[config.mk]
export PLATFORM = sky130hd
export DESIGN_NAME = result_stage
export DESIGN_NICKNAME = d
export VERILOG_FILES = /design/src/hw/isa_pkg.sv /design/src/hw/result_stage.sv
export SDC_FILE = /design/constraint.sdc
export NUM_CORES = 1
export LEC_CHECK = 0
export BUFFER_PORTS_ARGS = -buffer_cell sky130_fd_sc_hd__buf_4
export CORE_MARGIN = 3
export CORE_UTILIZATION = 25
export CTS_BUF_LIST = sky130_fd_sc_hd__clkbuf_8
export CTS_CLUSTER_DIAMETER = 150
export DETAILED_ROUTE_END_ITERATION = 8
export PLACE_DENSITY = 0.56
export SKIP_LAST_GASP = 1
export SYNTH_ARGS = -nofsm -noshare
export SYNTH_HDL_FRONTEND = slang
export SYNTH_SLANG_ARGS = --single-unit
[constraint.sdc]
create_clock -name clk -period 3.3 [get_ports clk]
set_input_delay 0.165 -clock clk [delete_from_list [all_inputs] [get_ports clk]]
set_output_delay 0.165 -clock clk [all_outputs]
set_load 0.05 [all_outputs]
[src/hw/isa_pkg.sv]
package isa_pkg;

    // ============================================================
    // widths
    // ============================================================
    localparam int xlen = 32;               // data word width

    typedef logic [4:0]      reg_addr_t;    // x0..x31
    typedef logic [xlen-1:0] word_t;

    // ============================================================
    // opcodes and function fields of the kept subset
    // ============================================================
    localparam logic [6:0] op_reg = 7'b0110011;     // register-register
    localparam logic [6:0] op_imm = 7'b0010011;     // register-immediate

    // base integer group, shared by both formats
    localparam logic [2:0] f3_add    = 3'b000;      // add, sub, addi
    localparam logic [2:0] f3_slt    = 3'b010;
    localparam logic [2:0] f3_sltu   = 3'b011;
    localparam logic [2:0] f3_xor    = 3'b100;
    localparam logic [2:0] f3_or     = 3'b110;
    localparam logic [2:0] f3_and    = 3'b111;

    // multiply group, only with f7_muldiv
    localparam logic [2:0] f3_mul    = 3'b000;
    localparam logic [2:0] f3_mulh   = 3'b001;
    localparam logic [2:0] f3_mulhsu = 3'b010;
    localparam logic [2:0] f3_mulhu  = 3'b011;

    localparam logic [6:0] f7_base   = 7'b0000000;
    localparam logic [6:0] f7_sub    = 7'b0100000;  // only paired with f3_add
    localparam logic [6:0] f7_muldiv = 7'b0000001;

    // ============================================================
    // instruction formats
    // ============================================================
    typedef struct packed {
        logic [6:0] funct7;
        reg_addr_t  rs2;
        reg_addr_t  rs1;
        logic [2:0] funct3;
        reg_addr_t  rd;
        logic [6:0] opcode;
    } r_fmt_t;

    typedef struct packed {
        logic [11:0] imm;       // sign bit is imm[11]
        reg_addr_t   rs1;
        logic [2:0]  funct3;
        reg_addr_t   rd;
        logic [6:0]  opcode;
    } i_fmt_t;

    // one word, read as either format
    typedef union packed {
        r_fmt_t r_fmt;
        i_fmt_t i_fmt;
    } instr_u;

endpackage

[src/hw/result_stage.sv]
`timescale 1ns/100ps

module result_stage (
    input  logic               clk,
    input  logic               reset,
    // from execute
    input  logic               alu_valid,
    input  isa_pkg::reg_addr_t alu_rd,
    input  isa_pkg::word_t     alu_result,
    // result port
    input  logic               result_ready,
    output logic               result_valid,
    output isa_pkg::reg_addr_t result_rd,       // also the regfile write address
    output isa_pkg::word_t     result_data,     // also the regfile write data
    // pipeline control
    output logic               advance,
    output logic               fwd_en,
    output logic               wb_en
);

    // ============================================================
    // result register
    // ============================================================
    // holds steady while a beat waits for result_ready
    always_ff @(posedge clk) begin
        if (reset) begin
            result_valid <= 1'b0;
            result_rd    <= '0;
            result_data  <= '0;
        end else if (advance) begin
            result_valid <= alu_valid;
            result_rd    <= alu_rd;
            result_data  <= alu_result;
        end
    end

    // empty or retiring this edge -> every stage may move
    assign advance = !result_valid || result_ready;

    // forward only real writes, x0 is never a source of new data
    assign fwd_en = result_valid && (result_rd != '0);
    assign wb_en  = fwd_en && result_ready;     // write exactly once, on retirement

endmodule

### Yosys cells after proc, flatten, opt, wreduce, memory -nomap -nowiden

Index checks and enable logic that the tools add are counted.

* output and inout port bits: 41
* input bits: 41
* flip-flop bits (word level): 38
* logic and storage cells: 8

* reduce and logical (&&, ||, !) cells: 5

Operators by type and width (number)
* nonzero test 5 bit: 1
* logical AND 1 bit: 2
* logical NOT 1 bit: 1
* logical OR 1 bit: 1

### Logic depth before layout (Yosys ltp)

* word-level depth: 3
* mapped depth: 6
* gate-level depth less buffers: 4

### Least setup slack after synthesis

OpenSTA, ideal clock, no wires.

* path type: register to output
* start: register result_rd[0]
* end: output fwd_en
* arrival: 1581 ps
* path buffers: 0
* path slack: 1554 ps
* required time: 3135 ps
* cell stages (with the launch flop): 4
* cells stage by stage: dfxtp_1 > or4_1 > nor2_1 > nor2b_1

* longest elaborated chain between the ends: 2

Ends and longest elaborated chain
* start: declaration: line result_stage.sv:13 `output isa_pkg::reg_addr_t result_rd,`
* start signal: assignment: line result_stage.sv:32 `result_rd <= alu_rd;`
* nonzero test 5 bit: line result_stage.sv:41 `assign fwd_en = result_valid && (result_rd != '0);`
* logical AND 1 bit: line result_stage.sv:41
* end: declaration: line result_stage.sv:17 `output logic fwd_en,`

Every way passes these cells.

### Worst setup path in the final report

Same ends and word-level chain as after synthesis.

==> reports/metrics.yaml <==
synth_top_cell_by_area: "dfxtp_1"
first_global_vias: 1237
hpwl_um: 2500
place_congestion: 0.685
path_max_fanout: 3
worstSetupPathType: "reg -> out"
synthTopCellsByArea: "dfxtp_1 56%, nand2_1 21%, a21oi_1 14%"
fmax_ghz: 0.582
grt_setup_unrepaired: "no"
cts_setup_buffers: 0
skew_ns: 0.00189
die-area_um2: 6360
cts-root-buf: "clkbuf_8"
die_y_um: 79.8
final_nets: 288
ys_seq_area_share_pct: 55.9
hp-class: "in -> reg"
syn_avg_cell_area_um2: 8.00
vias: 1342
crit_path_top_delay_cell: "or4_1"
fin_area_um2: 2070
clk_pin_slew_ns: 0.07
io_pins: 82
synthCells: 170
initial_core_util_pct: 26.3
num_antenna_cells: 0
setup_viol_count_final: 0
grt_overflow: 0
cts_resized: 0
crit_required_ns: 3.13
cp_cell_sequence: "or4_1, nor2_1, nor2b_1, buf_4"
antenna_found_initial: 0
synth_cell_types: 12
fin_setup_tns_ns: 0
synth-seq-cells: 38
cts_tree: "yes"
hold_viol_final: 0
drt-initial-drc-count: 31
synth_nets: 211
drv_slew: 0
critPathArrivalTime_ns: 1.55
ant_nets: 0
placed_area_um2: 1980
status: "finished clean"
vias_per_cell: 4.22
cts_buffers: 5
first_pass_iters: 3
cp_slowest_stage_delay_ns: 0.52
synth_top_cell_area_share_pct: 55.9
leakagePower_nw: 1.00
wl_um: 3630
max-slew-margin-rel_pct: 58.0
fin_crit_ns: 1.72
start_kind: "flip-flop"
cap_violations: 0
yosysWarningCount: 0
grt_use_total_pct: 11.4
end_kind: "output port"
holdWs_ns: 0.0909
core.rowCount: 26
grt_pass1_wl_um: 5640
vdd_ir_drop_max_v: 0.000183
post_drt_wl_per_cell_um: 11.4
fp.dieW_um: 79.8
htreeDepth: 2
drc: 0
grt_max_degree: 39
tightest_slew_ns: 0.630
clockBufferDepth: 2
cts_hold_buf: 0
p_total_mw: 1.08
cts.sinks: 38
areaGrowthSynthToFinish_pct: 52.1
portBuffers: 81
finalCritPeriodShare_pct: 52.0
powerDensity_nw_per_um2: 520
syn_area_um2: 1360
drive_above_1_share_pct: 36.7
clock_latency_ns: 0.28
core_um2: 5170
==> power breakdown <==
group          leakage, nW  total (mW)  internal [mW]  switching [mW]
clock network       0.0524       0.319          0.165           0.154
registers            0.316       0.503          0.488          0.0151
logic                0.634       0.253         0.0875           0.166
==> worst max-delay path, delay by kind of cell, from the launching register on <==
kind          cells  cell delay, ns
flops             1            0.32
buf+inv           1            0.19
simple gates      3            0.76
==> registers in the layout, summed over array words and instances, names as in the netlist <==
name          count
result_valid      1
result_rd         5
result_data      32
==> synthesized netlist by cell type <==
cell      instances
buf_2             3
dfxtp_1          38
a21oi_1          37
clkbuf_1          3
or4_1             1
nor2b_4           1
inv_2             1
nor2b_1           1
nor2_1            4
buf_6             4
nand2_1          75
buf_4             2
==> per-layer routing <==
metal	part of all wire [%]	global-route usage [%]	up-vias	wire length, µm
met3	8.2	3.95	4	298
met2	48	19.7	48	1740
met4	1.5	5.07	0	54
met1	42	12.7	600	1530
li1	-	-	690	-
met5	0	0	-	0
==> cell families (layout without fill, tap and decap cells) <==
kind of cell           count (synthesis)  count (layout)  synth area share [%]
AOI/OAI and AO/OA                     37              37                  13.6
and+or+nand+nor                       82              82                  23.8
DFF                                   38              38                  55.9
buffers and inverters                 13              91                  6.62
==> cell usage in the layout, fill, tap and decap left out <==
master and instances:
buf_4 82, nand2_1 75, dfxtp_1 38, a21oi_1 37
clkbuf_8 6, nor2_1 4, nor2b_4 1, inv_2 1
or4_1 1, nor2b_1 1, clkinv_2 1, inv_1 1
==> final cells by class <==
class	instances	area (µm²)
Clock inverter	2	8.76
Multi-Input combinational cell	119	509
Timing Repair Buffer	82	616
Fill cell	543	3100
Sequential cell	38	761
Clock buffer	6	82.6
Tap cell	70	87.6
Inverter	1	3.75
==> final timing paths <==
path                                        end            from  cells past startpoint  slack, ns
worst max-delay path                     fwd_en    result_rd[0]                      4       1.58
worst max register to register  result_data[14]    result_valid                      4       2.01
worst min-delay path               result_valid       alu_valid                      3       0.09
worst min register to register   result_data[5]  result_data[5]                      2       0.45
==> per-stage QoR <==
| step | setup WS (ns) | cells | util, % |
|---|---|---|---|
| floorplan | 1.55 | 170 | - |
| global placement | 1.85 | 310 | 38.2 |
| detailed placement | 1.84 | 310 | 38.2 |
| CTS | 1.52 | 318 | 40.0 |
| global route | 1.46 | 318 | 40.0 |
| finish | 1.58 | 318 | 40.0 |
Power figures use the tool's default switching activity.
